### config.mk
export PLATFORM = sky130hd
export DESIGN_NAME = ice51_core
export DESIGN_NICKNAME = d
export VERILOG_FILES = /design/src/mem_map_pkg.sv /design/src/cpu_isa_pkg.sv /design/src/uart_loader.sv /design/src/fetch_sequencer.sv /design/src/acc_alu.sv /design/src/branch_unit.sv /design/src/ice51_core.sv
export SDC_FILE = /design/constraint.sdc
export NUM_CORES = 1
export LEC_CHECK = 0
export BUFFER_PORTS_ARGS = -buffer_cell sky130_fd_sc_hd__buf_2
export CORE_ASPECT_RATIO = 0.6
export CORE_MARGIN = 4
export CORE_UTILIZATION = 45
export DETAILED_ROUTE_END_ITERATION = 10
export PLACE_DENSITY = 0.71
export SYNTH_ARGS = -nofsm -noshare
export SYNTH_HDL_FRONTEND = slang
export SYNTH_SLANG_ARGS = --single-unit
### constraint.sdc
create_clock -name i_clk -period 5.2 [get_ports i_clk]
set_clock_uncertainty 0.2 [all_clocks]
set_input_delay 0.78 -clock i_clk [delete_from_list [all_inputs] [get_ports i_clk]]
set_output_delay 0.78 -clock i_clk [all_outputs]
set_load 0.02 [all_outputs]
### src/mem_map_pkg.sv
`default_nettype none

package mem_map_pkg;

   ////////////////////////////////////////////////////////////////////////////
   // address widths

   localparam int CODE_AW = 10;              // 1k bytes of code space
   localparam int REG_AW  = 9;

   // r0..r7 sit at the top of the register address space
   localparam logic [5:0] REG_BANK_BASE = 6'h3f;

   ////////////////////////////////////////////////////////////////////////////
   // serial loader

   localparam int UART_CLKS_PER_BIT = 104;
   localparam int LOAD_BYTES        = 32;    // program image size

endpackage

`default_nettype wire

### src/cpu_isa_pkg.sv
`default_nettype none

package cpu_isa_pkg;

   ////////////////////////////////////////////////////////////////////////////
   // full-byte opcodes

   localparam logic [7:0] OP_LJMP   = 8'h02; // ljmp addr16
   localparam logic [7:0] OP_INCA   = 8'h04;
   localparam logic [7:0] OP_RRC    = 8'h13;
   localparam logic [7:0] OP_DECA   = 8'h14;
   localparam logic [7:0] OP_RL     = 8'h23;
   localparam logic [7:0] OP_ADDAI  = 8'h24; // add a,#imm
   localparam logic [7:0] OP_RLC    = 8'h33;
   localparam logic [7:0] OP_ADDCI  = 8'h34; // addc a,#imm
   localparam logic [7:0] OP_JC     = 8'h40;
   localparam logic [7:0] OP_ORLAI  = 8'h44;
   localparam logic [7:0] OP_JNC    = 8'h50;
   localparam logic [7:0] OP_ANLAI  = 8'h54;
   localparam logic [7:0] OP_JZ     = 8'h60;
   localparam logic [7:0] OP_XRLAI  = 8'h64;
   localparam logic [7:0] OP_JNZ    = 8'h70;
   localparam logic [7:0] OP_MOVAI  = 8'h74; // mov a,#imm
   localparam logic [7:0] OP_SJMP   = 8'h80;
   localparam logic [7:0] OP_SUBBAI = 8'h94;
   localparam logic [7:0] OP_CJNEAI = 8'hb4; // cjne a,#imm,rel
   localparam logic [7:0] OP_CLRC   = 8'hc3;
   localparam logic [7:0] OP_SETBC  = 8'hd3;
   localparam logic [7:0] OP_CLRA   = 8'he4;
   localparam logic [7:0] OP_CPLA   = 8'hf4;

   // r-register groups, opcode bits 7:3
   localparam logic [4:0] GRP_INCR  = 5'h01; // 08..0f
   localparam logic [4:0] GRP_DECR  = 5'h03;
   localparam logic [4:0] GRP_ADDAR = 5'h05;
   localparam logic [4:0] GRP_ADDCR = 5'h07;
   localparam logic [4:0] GRP_MOVRI = 5'h0f; // mov rn,#imm
   localparam logic [4:0] GRP_SUBBAR = 5'h13;
   localparam logic [4:0] GRP_XCHAR = 5'h19;
   localparam logic [4:0] GRP_DJNZR = 5'h1b;
   localparam logic [4:0] GRP_MOVAR = 5'h1d; // mov a,rn
   localparam logic [4:0] GRP_MOVRA = 5'h1f; // mov rn,a

   ////////////////////////////////////////////////////////////////////////////
   // sequencer states

   localparam logic [2:0] SM_FETCH   = 3'd0;
   localparam logic [2:0] SM_DECODE0 = 3'd1;
   localparam logic [2:0] SM_DECODE1 = 3'd2;
   localparam logic [2:0] SM_DECODE2 = 3'd3;
   localparam logic [2:0] SM_EXECUTE = 3'd4;

   // one opcode byte, read whole or as group plus register index
   typedef union packed {
      logic [7:0] full;
      struct packed {
         logic [4:0] grp;
         logic [2:0] rn;
      } split;
   } opcode_u;

   // bytes per instruction, opcode included
   function automatic logic [1:0] instr_len(input opcode_u op);
      logic [1:0] len;
      len = 2'd1;
      case (op.full)
         OP_LJMP, OP_CJNEAI: len = 2'd3;
         OP_ADDAI, OP_ADDCI, OP_SUBBAI, OP_ANLAI, OP_ORLAI, OP_XRLAI, OP_MOVAI,
         OP_SJMP, OP_JC, OP_JNC, OP_JZ, OP_JNZ: len = 2'd2;
         default: ;
      endcase
      if ((op.split.grp == GRP_MOVRI) || (op.split.grp == GRP_DJNZR)) len = 2'd2;
      return len;
   endfunction

endpackage

`default_nettype wire

### src/uart_loader.sv
`timescale 1ns/1ps
`default_nettype none

module uart_loader
   import mem_map_pkg::*;
(
   input  wire                  i_clk,
   input  wire                  i_nrst,
   input  wire                  i_uart_rx,
   output logic                 o_code_wr,
   output logic [7:0]           o_code_data,
   output logic [CODE_AW-1:0]   o_load_addr,
   output logic                 o_load_done
);

   logic [1:0]                            rx_sync;
   logic                                  rx;
   logic                                  busy;      // inside a frame
   logic [3:0]                            bit_idx;   // 0 start, 1..8 data, 9 stop
   logic [$clog2(UART_CLKS_PER_BIT)-1:0]  bit_clk;
   logic                                  sample;
   logic                                  data_bit;
   logic                                  stop_bit;

   ////////////////////////////////////////////////////////////////////////////
   // receiver

   always_ff @(posedge i_clk or negedge i_nrst) begin
      if (!i_nrst) rx_sync <= 2'b11;           // line idles high
      else         rx_sync <= {rx_sync[0], i_uart_rx};
   end

   assign rx = rx_sync[1];

   // start bit checked at half a bit, the rest one bit apart
   assign sample   = busy & ((bit_idx == 4'd0) ? (bit_clk == (UART_CLKS_PER_BIT / 2 - 1))
                                               : (bit_clk == (UART_CLKS_PER_BIT - 1)));
   assign stop_bit = (bit_idx == 4'd9);
   assign data_bit = (bit_idx != 4'd0) & ~stop_bit;

   always_ff @(posedge i_clk or negedge i_nrst) begin
      if (!i_nrst) begin
         busy    <= 1'b0;
         bit_idx <= '0;
         bit_clk <= '0;
      end else if (!busy) begin
         bit_clk <= '0;
         bit_idx <= '0;
         if (!rx) busy <= 1'b1;                // start edge
      end else if (sample) begin
         bit_clk <= '0;
         bit_idx <= bit_idx + 4'd1;
         // glitch on the start bit, or frame complete
         if (((bit_idx == 4'd0) & rx) | stop_bit) busy <= 1'b0;
      end else begin
         bit_clk <= bit_clk + 1'b1;
      end
   end

   always_ff @(posedge i_clk) begin
      if (sample & data_bit) o_code_data <= {rx, o_code_data[7:1]}; // lsb first
   end

   ////////////////////////////////////////////////////////////////////////////
   // code memory writes

   assign o_code_wr = sample & stop_bit & ~o_load_done;

   always_ff @(posedge i_clk or negedge i_nrst) begin
      if (!i_nrst) begin
         o_load_addr <= '0;
         o_load_done <= 1'b0;
      end else if (o_code_wr) begin
         o_load_addr <= o_load_addr + 1'b1;
         if (o_load_addr == CODE_AW'(LOAD_BYTES - 1)) o_load_done <= 1'b1; // last byte
      end
   end

endmodule

`default_nettype wire

### src/fetch_sequencer.sv
`timescale 1ns/1ps
`default_nettype none

module fetch_sequencer
   import mem_map_pkg::*;
   import cpu_isa_pkg::*;
(
   input  wire                  i_clk,
   input  wire                  i_nrst,
   input  wire                  i_load_done,
   input  wire  [CODE_AW-1:0]   i_load_addr,
   input  wire  [7:0]           i_code_data,
   input  wire                  i_br_taken,
   input  wire  [CODE_AW-1:0]   i_br_target,
   output logic [CODE_AW-1:0]   o_code_addr,
   output logic [CODE_AW-1:0]   o_pc_next,
   output opcode_u              o_op,
   output logic [7:0]           o_imm1,
   output logic [7:0]           o_imm2,
   output logic                 o_exec
);

   logic [2:0]          state;
   logic [2:0]          state_next;
   logic [CODE_AW-1:0]  pc;
   logic [CODE_AW-1:0]  pc_new;
   opcode_u             code_op;    // opcode as it arrives from memory
   logic [1:0]          len_new;
   logic [1:0]          len_op;

   assign code_op = i_code_data;
   assign len_new = instr_len(code_op);
   assign len_op  = instr_len(o_op);

   ////////////////////////////////////////////////////////////////////////////
   // state and program counter

   always_comb begin
      state_next = state;
      pc_new     = pc;
      case (state)
         SM_FETCH: begin
            if (i_load_done) begin             // wait for the program image
               state_next = SM_DECODE0;
               pc_new     = pc + 1'b1;
            end
         end
         SM_DECODE0: begin
            if (len_new != 2'd1) begin
               state_next = SM_DECODE1;
               pc_new     = pc + 1'b1;
            end else begin
               state_next = SM_EXECUTE;
            end
         end
         SM_DECODE1: begin
            if (len_op == 2'd3) begin
               state_next = SM_DECODE2;
               pc_new     = pc + 1'b1;
            end else begin
               state_next = SM_EXECUTE;
            end
         end
         SM_DECODE2: state_next = SM_EXECUTE;
         SM_EXECUTE: begin
            state_next = SM_FETCH;
            if (i_br_taken) pc_new = i_br_target; // else pc is already past the instr
         end
         default: state_next = SM_FETCH;
      endcase
   end

   always_ff @(posedge i_clk or negedge i_nrst) begin
      if (!i_nrst) begin
         state <= SM_FETCH;
         pc    <= '0;
         o_op  <= '0;                          // nop until first decode
      end else begin
         state <= state_next;
         pc    <= pc_new;
         if (state == SM_DECODE0) o_op <= code_op;
      end
   end

   // operand bytes
   always_ff @(posedge i_clk) begin
      if (state == SM_DECODE1) o_imm1 <= i_code_data;
      if (state == SM_DECODE2) o_imm2 <= i_code_data;
   end

   ////////////////////////////////////////////////////////////////////////////
   // outputs

   assign o_exec      = (state == SM_EXECUTE);
   assign o_pc_next   = pc;
   assign o_code_addr = i_load_done ? pc : i_load_addr; // loader owns memory first

endmodule

`default_nettype wire

### src/acc_alu.sv
`timescale 1ns/1ps
`default_nettype none

module acc_alu
   import mem_map_pkg::*;
   import cpu_isa_pkg::*;
(
   input  wire                  i_clk,
   input  wire                  i_nrst,
   input  wire                  i_exec,
   input  wire  opcode_u        i_op,
   input  wire  [7:0]           i_imm1,
   input  wire  [7:0]           i_reg_rdata,
   output logic [REG_AW-1:0]    o_reg_raddr,
   output logic [REG_AW-1:0]    o_reg_waddr,
   output logic                 o_reg_wr,
   output logic [7:0]           o_reg_wdata,
   output logic [7:0]           o_acc,
   output logic                 o_acc_zero,
   output logic                 o_carry
);

   logic [7:0] opc;
   logic [4:0] grp;
   logic [7:0] acc_next;
   logic       carry_next;
   logic       is_add;
   logic       is_addc;
   logic       is_subb;
   logic       reg_src;
   logic [7:0] src;
   logic [8:0] sum9;
   logic [8:0] diff9;

   assign opc = i_op.full;
   assign grp = i_op.split.grp;

   ////////////////////////////////////////////////////////////////////////////
   // arithmetic

   assign is_addc = (opc == OP_ADDCI) | (grp == GRP_ADDCR);
   assign is_add  = (opc == OP_ADDAI) | (grp == GRP_ADDAR) | is_addc;
   assign is_subb = (opc == OP_SUBBAI) | (grp == GRP_SUBBAR);
   assign reg_src = (grp == GRP_ADDAR) | (grp == GRP_ADDCR) | (grp == GRP_SUBBAR);
   assign src     = reg_src ? i_reg_rdata : i_imm1;

   assign sum9  = {1'b0, o_acc} + {1'b0, src} + {8'd0, is_addc & o_carry};
   assign diff9 = {1'b0, o_acc} - {1'b0, src} - {8'd0, o_carry}; // bit 8 is borrow

   always_comb begin
      acc_next   = o_acc;
      carry_next = o_carry;
      case (opc)
         OP_INCA:  acc_next = o_acc + 8'd1;    // carry untouched
         OP_DECA:  acc_next = o_acc - 8'd1;
         OP_ANLAI: acc_next = o_acc & i_imm1;
         OP_ORLAI: acc_next = o_acc | i_imm1;
         OP_XRLAI: acc_next = o_acc ^ i_imm1;
         OP_MOVAI: acc_next = i_imm1;
         OP_CLRA:  acc_next = 8'd0;
         OP_CPLA:  acc_next = ~o_acc;
         OP_RL:    acc_next = {o_acc[6:0], o_acc[7]};
         OP_RLC: begin
            acc_next   = {o_acc[6:0], o_carry};
            carry_next = o_acc[7];
         end
         OP_RRC: begin
            acc_next   = {o_carry, o_acc[7:1]};
            carry_next = o_acc[0];
         end
         OP_CLRC:  carry_next = 1'b0;
         OP_SETBC: carry_next = 1'b1;
         default: ;
      endcase
      if ((grp == GRP_MOVAR) || (grp == GRP_XCHAR)) acc_next = i_reg_rdata;
      if (is_add) begin
         acc_next   = sum9[7:0];
         carry_next = sum9[8];
      end else if (is_subb) begin
         acc_next   = diff9[7:0];
         carry_next = diff9[8];
      end
   end

   always_ff @(posedge i_clk or negedge i_nrst) begin
      if (!i_nrst) begin
         o_acc   <= 8'd0;
         o_carry <= 1'b0;
      end else if (i_exec) begin
         o_acc   <= acc_next;
         o_carry <= carry_next;
      end
   end

   assign o_acc_zero = (o_acc == 8'd0);

   ////////////////////////////////////////////////////////////////////////////
   // register bank

   assign o_reg_raddr = {REG_BANK_BASE, i_op.split.rn};
   assign o_reg_waddr = {REG_BANK_BASE, i_op.split.rn}; // same rn as the read

   assign o_reg_wr = i_exec & ((grp == GRP_MOVRI) | (grp == GRP_MOVRA) | (grp == GRP_INCR) |
                               (grp == GRP_DECR) | (grp == GRP_DJNZR) | (grp == GRP_XCHAR));

   always_comb begin
      case (grp)
         GRP_MOVRI:           o_reg_wdata = i_imm1;
         GRP_INCR:            o_reg_wdata = i_reg_rdata + 8'd1;
         GRP_DECR, GRP_DJNZR: o_reg_wdata = i_reg_rdata - 8'd1;
         default:             o_reg_wdata = o_acc; // mov r,a and xch
      endcase
   end

endmodule

`default_nettype wire

### src/branch_unit.sv
`timescale 1ns/1ps
`default_nettype none

module branch_unit
   import mem_map_pkg::*;
   import cpu_isa_pkg::*;
(
   input  wire  opcode_u        i_op,
   input  wire  [7:0]           i_imm1,
   input  wire  [7:0]           i_imm2,
   input  wire  [CODE_AW-1:0]   i_pc_next,
   input  wire  [7:0]           i_acc,
   input  wire                  i_acc_zero,
   input  wire                  i_carry,
   input  wire  [7:0]           i_reg_rdata,
   output logic                 o_br_taken,
   output logic [CODE_AW-1:0]   o_br_target
);

   logic [7:0]          opc;
   logic [7:0]          rel;
   logic [15:0]         abs16;
   logic [CODE_AW-1:0]  rel_target;

   assign opc = i_op.full;

   // cjne keeps its offset in the third byte
   assign rel        = (opc == OP_CJNEAI) ? i_imm2 : i_imm1;
   assign rel_target = i_pc_next + {{(CODE_AW - 8){rel[7]}}, rel}; // wraps in code space
   assign abs16      = {i_imm1, i_imm2};          // high byte first

   always_comb begin
      o_br_taken = 1'b0;
      case (opc)
         OP_SJMP, OP_LJMP: o_br_taken = 1'b1;
         OP_JZ:            o_br_taken = i_acc_zero;
         OP_JNZ:           o_br_taken = ~i_acc_zero;
         OP_JC:            o_br_taken = i_carry;
         OP_JNC:           o_br_taken = ~i_carry;
         OP_CJNEAI:        o_br_taken = (i_acc != i_imm1);
         default: ;
      endcase
      // djnz looks at rn before the decrement lands
      if (i_op.split.grp == GRP_DJNZR) o_br_taken = (i_reg_rdata != 8'd1);
   end

   assign o_br_target = (opc == OP_LJMP) ? abs16[CODE_AW-1:0] : rel_target;

endmodule

`default_nettype wire

### src/ice51_core.sv
`timescale 1ns/1ps
`default_nettype none

module ice51_core
   import mem_map_pkg::*;
   import cpu_isa_pkg::*;
(
   input  wire                  i_clk,
   input  wire                  i_nrst,
   input  wire                  i_uart_rx,
   input  wire  [7:0]           i_code_data,
   input  wire  [7:0]           i_reg_rdata,
   output logic                 o_code_wr,
   output logic [CODE_AW-1:0]   o_code_addr,
   output logic [7:0]           o_code_data,
   output logic                 o_reg_wr,
   output logic [REG_AW-1:0]    o_reg_waddr,
   output logic [7:0]           o_reg_wdata,
   output logic [REG_AW-1:0]    o_reg_raddr
);

   logic [CODE_AW-1:0]  load_addr;
   logic                load_done;
   opcode_u             op;
   logic [7:0]          imm1;
   logic [7:0]          imm2;
   logic                exec;
   logic [CODE_AW-1:0]  pc_next;
   logic [7:0]          acc;
   logic                acc_zero;
   logic                carry;
   logic                br_taken;
   logic [CODE_AW-1:0]  br_target;

   uart_loader loader0 (
      .i_clk(i_clk), .i_nrst(i_nrst), .i_uart_rx(i_uart_rx),
      .o_code_wr(o_code_wr), .o_code_data(o_code_data),
      .o_load_addr(load_addr), .o_load_done(load_done)
   );

   fetch_sequencer seq0 (
      .i_clk(i_clk), .i_nrst(i_nrst), .i_load_done(load_done), .i_load_addr(load_addr),
      .i_code_data(i_code_data), .i_br_taken(br_taken), .i_br_target(br_target),
      .o_code_addr(o_code_addr), .o_pc_next(pc_next), .o_op(op),
      .o_imm1(imm1), .o_imm2(imm2), .o_exec(exec)
   );

   acc_alu alu0 (
      .i_clk(i_clk), .i_nrst(i_nrst), .i_exec(exec), .i_op(op), .i_imm1(imm1),
      .i_reg_rdata(i_reg_rdata), .o_reg_raddr(o_reg_raddr), .o_reg_waddr(o_reg_waddr),
      .o_reg_wr(o_reg_wr), .o_reg_wdata(o_reg_wdata), .o_acc(acc),
      .o_acc_zero(acc_zero), .o_carry(carry)
   );

   branch_unit br0 (
      .i_op(op), .i_imm1(imm1), .i_imm2(imm2), .i_pc_next(pc_next), .i_acc(acc),
      .i_acc_zero(acc_zero), .i_carry(carry), .i_reg_rdata(i_reg_rdata),
      .o_br_taken(br_taken), .o_br_target(br_target)
   );

endmodule

`default_nettype wire

==> results.ini <==
[power]
seqPwrFrac = 0.484
p_sw_mw = 0.317
p_per_area_nw_per_um2 = 170
p_int_mw = 1.01
peakVddDrop_uv = 181
cellLeakagePower_nw = 3.44
comb_power_share = 0.042
switching_share = 0.239
p_clk_frac = 0.474

[setup_path]
endpoint_kind = flip-flop
path_buf_inv = 1
crit_required_ns = 5.18
crit_type = flip-flop to flip-flop
slowest_delay_ns = 0.52
cp_top_family = compound AO/OA/AOI/OAI gates
critPathSlowestCell = fa_1
arrival_ns = 4.28
worstPathCellList = nand3b_1 -> a21oi_1 -> and2_1 -> nor2_1 -> a21o_1 -> fa_1 -> inv_1 -> ha_1 -> o21ai_0 -> nand3b_1 -> o31ai_1 -> o21ai_0 -> xor2_1 -> a2111oi_0 -> a221oi_1
cp-start-kind = flip-flop
critPathMaxFanout = 9

[route]
drc = 0
drt-initial-drc-count = 980
drt-pass1-iter-count = 7
drt-total-wl_um = 22500
wl_per_cell_um = 21.1
ant_nets = 0
dr_total_vias = 6617
vias_per_cell = 6.20

[placed_design]
gp_congestion = 1.06
hpwl_um = 17400
port_buffers = 52

[cts]
insertion_delay_ns = 0.34
cts_tree = yes
hold_buffers = 0
cts.sinks = 79
htreeDepth = 3
post_cts_resized = 0
clk_path_buf_depth = 2
cts-root-buf = clkbuf_16
numCtsBuffers = 9
post_cts_buffers = 0
path_clk_slew_ns = 0.07

[final_layout]
drive_gt1_frac = 0.132
final_net_count = 945
n_antenna_cell = 0
area_growth_pct = 8.18
final_cell_mix = nand2_1 (71), ha_1 (61), nor2_1 (59)
final_common_cell = nand2_1

[die]
die-area_um2 = 18200
die_h_um = 106
row_count = 35
initial_core_util = 0.465
io_pins = 65
core-area_um2 = 15500
die_w_um = 172

[synthesis]
async_flop_share = 0.696
syn_area_um2 = 7220
ys_types = 78
synth_edf_count = 24
synth_cells = 836
synth_flop_cell = dfrtp_1
yosys_warnings = 0
syn_area_per_cell_um2 = 8.64
synth_seq_cells = 79
seq_area_frac_synth = 0.291

[sta]
worst_pin_slew_ns = 1.16
relSlewSlack = 0.219
hold_violations = 0
min_period_over_period = 0.827
whs_ns = 0.158
rsz0062_at_grt = no
min_period_ns = 4.30
slew_violations = 0
clock.fmax_mhz = 233
totalNegativeSetupSlack_ns = 0
final-setup-viol-count = 0

[outcome]
status = finished, final reports clean

[global_routing]
grt_start_max_net_pins = 56
overflow = 0
antenna_found_initial = 0
grt_util_all_layers = 0.245
grt_pass1_wl_um = 34800
grt_pass1_vias = 6071

[run]
maxCapViolations = 0

[min_path]
min_path_type = flip-flop to flip-flop

==> registers in the layout (all words and copies together) (netlist names) <==
register,cells
alu0.o_acc,8
seq0.o_imm1,8
seq0.o_op,8
loader0.o_load_done,1
loader0.o_code_data,8
seq0.state,3
loader0.o_load_addr,10
seq0.o_pc_next,10
seq0.o_imm2,8
loader0.bit_idx,4
alu0.o_carry,1
loader0.rx_sync,2
loader0.busy,1
loader0.bit_clk,7
==> per-stage QoR <==
step	instances	total power [mW]	utilization	area (um^2)	worst slack, ns
detailed placement	1051	0.708	0.484	7520	1.07
floorplan	847	0.683	-	7260	1.31
global route	1067	1.37	0.503	7810	0.663
CTS	1067	1.33	0.503	7810	1.03
global placement	1051	0.708	0.484	7520	1.15
finish	1067	1.33	0.503	7810	0.899
==> power by group through the flow <==
stage	clock, mW	sequential [mW]	combinational, mW
after detailed placement	0	0.653	0.0548
after floorplan	0	0.653	0.0299
after CTS	0.638	0.641	0.0548
final	0.629	0.641	0.0560
after global routing	0.664	0.641	0.0615
after global placement	0	0.653	0.0543
==> synth_stat cells, types with 4 or more instances <==
master,n,area share
a2bb2oi_1,6,0.0073
o21ai_1,6,0.0042
o22a_1,10,0.012
xnor2_1,34,0.041
nand3b_1,4,0.0042
nor3_1,29,0.020
o21a_1,4,0.0042
mux2_2,20,0.031
nor4_1,6,0.0052
edfxtp_1,24,0.10
buf_2,10,0.0069
a21o_1,8,0.0083
and2_1,12,0.010
or3_1,5,0.0043
nand4_1,5,0.0043
and3_1,13,0.011
o31ai_1,7,0.0073
buf_1,4,0.0021
o22ai_1,9,0.0078
buf_4,20,0.021
a221oi_1,6,0.0073
o21ai_0,57,0.039
nor2b_1,17,0.015
a22oi_1,13,0.014
a221o_1,4,0.0055
xor2_1,15,0.018
a31oi_1,5,0.0043
nor2_1,59,0.031
o211ai_1,5,0.0052
fa_1,6,0.017
nand3_1,15,0.010
nand2b_1,7,0.0061
ha_1,61,0.11
nand2_1,71,0.037
a21oi_1,45,0.031
inv_1,44,0.023
dfrtp_1,53,0.18
clkbuf_1,26,0.014
mux2i_1,9,0.012
a211oi_1,15,0.016
==> logic make-up (layout without fill, tap and decap cells) <==
kind of cell               Yosys count  count (layout)  synth area share
AOI/OAI and AO/OA                  238             238             0.221
xor gates and xnor gates            49              49            0.0594
adders and majority gates           67              67             0.122
buffers and inverters              107             124            0.0708
DFF                                 79              79             0.291
muxes                               29              29            0.0437
other                                1              12          0.000519
and+or+nand+nor                    266             266             0.192
==> worst paths after layout <==
check / startpoint / slack [ns] / to / depth (start not counted)
setup / recovery: seq0.o_op[5] / 0.90 / alu0.o_acc[7] / 15
hold reg to reg: loader0.rx_sync[0] / 0.16 / loader0.rx_sync[1] / 0
min in group asynchronous: i_nrst / 0.39 / loader0.o_load_addr[7] / 2
setup reg to reg: seq0.o_op[5] / 0.90 / alu0.o_acc[7] / 15
max in group asynchronous: i_nrst / 3.91 / loader0.bit_idx[0] / 2
hold / removal: loader0.rx_sync[0] / 0.16 / loader0.rx_sync[1] / 0
==> layer usage <==
layer  global-route usage  share of wire  wire [um]  up-vias
li1                     -              -          -     3075
met1                0.403           0.49      10900     3106
met2                0.290           0.35       7830      405
met3                0.107           0.16       3540       31
met4               0.0311         0.0087        196        0
met5                    0              0          0        -
==> area by class of cell <==
cell class,count,area [um^2]
Multi-Input combinational cell,661,4650
Clock inverter,5,38.8
Fill cell,1466,7730
Inverter,44,165
Tap cell,203,254
Clock buffer,11,253
Sequential cell,79,2100
Timing Repair Buffer,64,350
(Power assumes the default switching activity.)
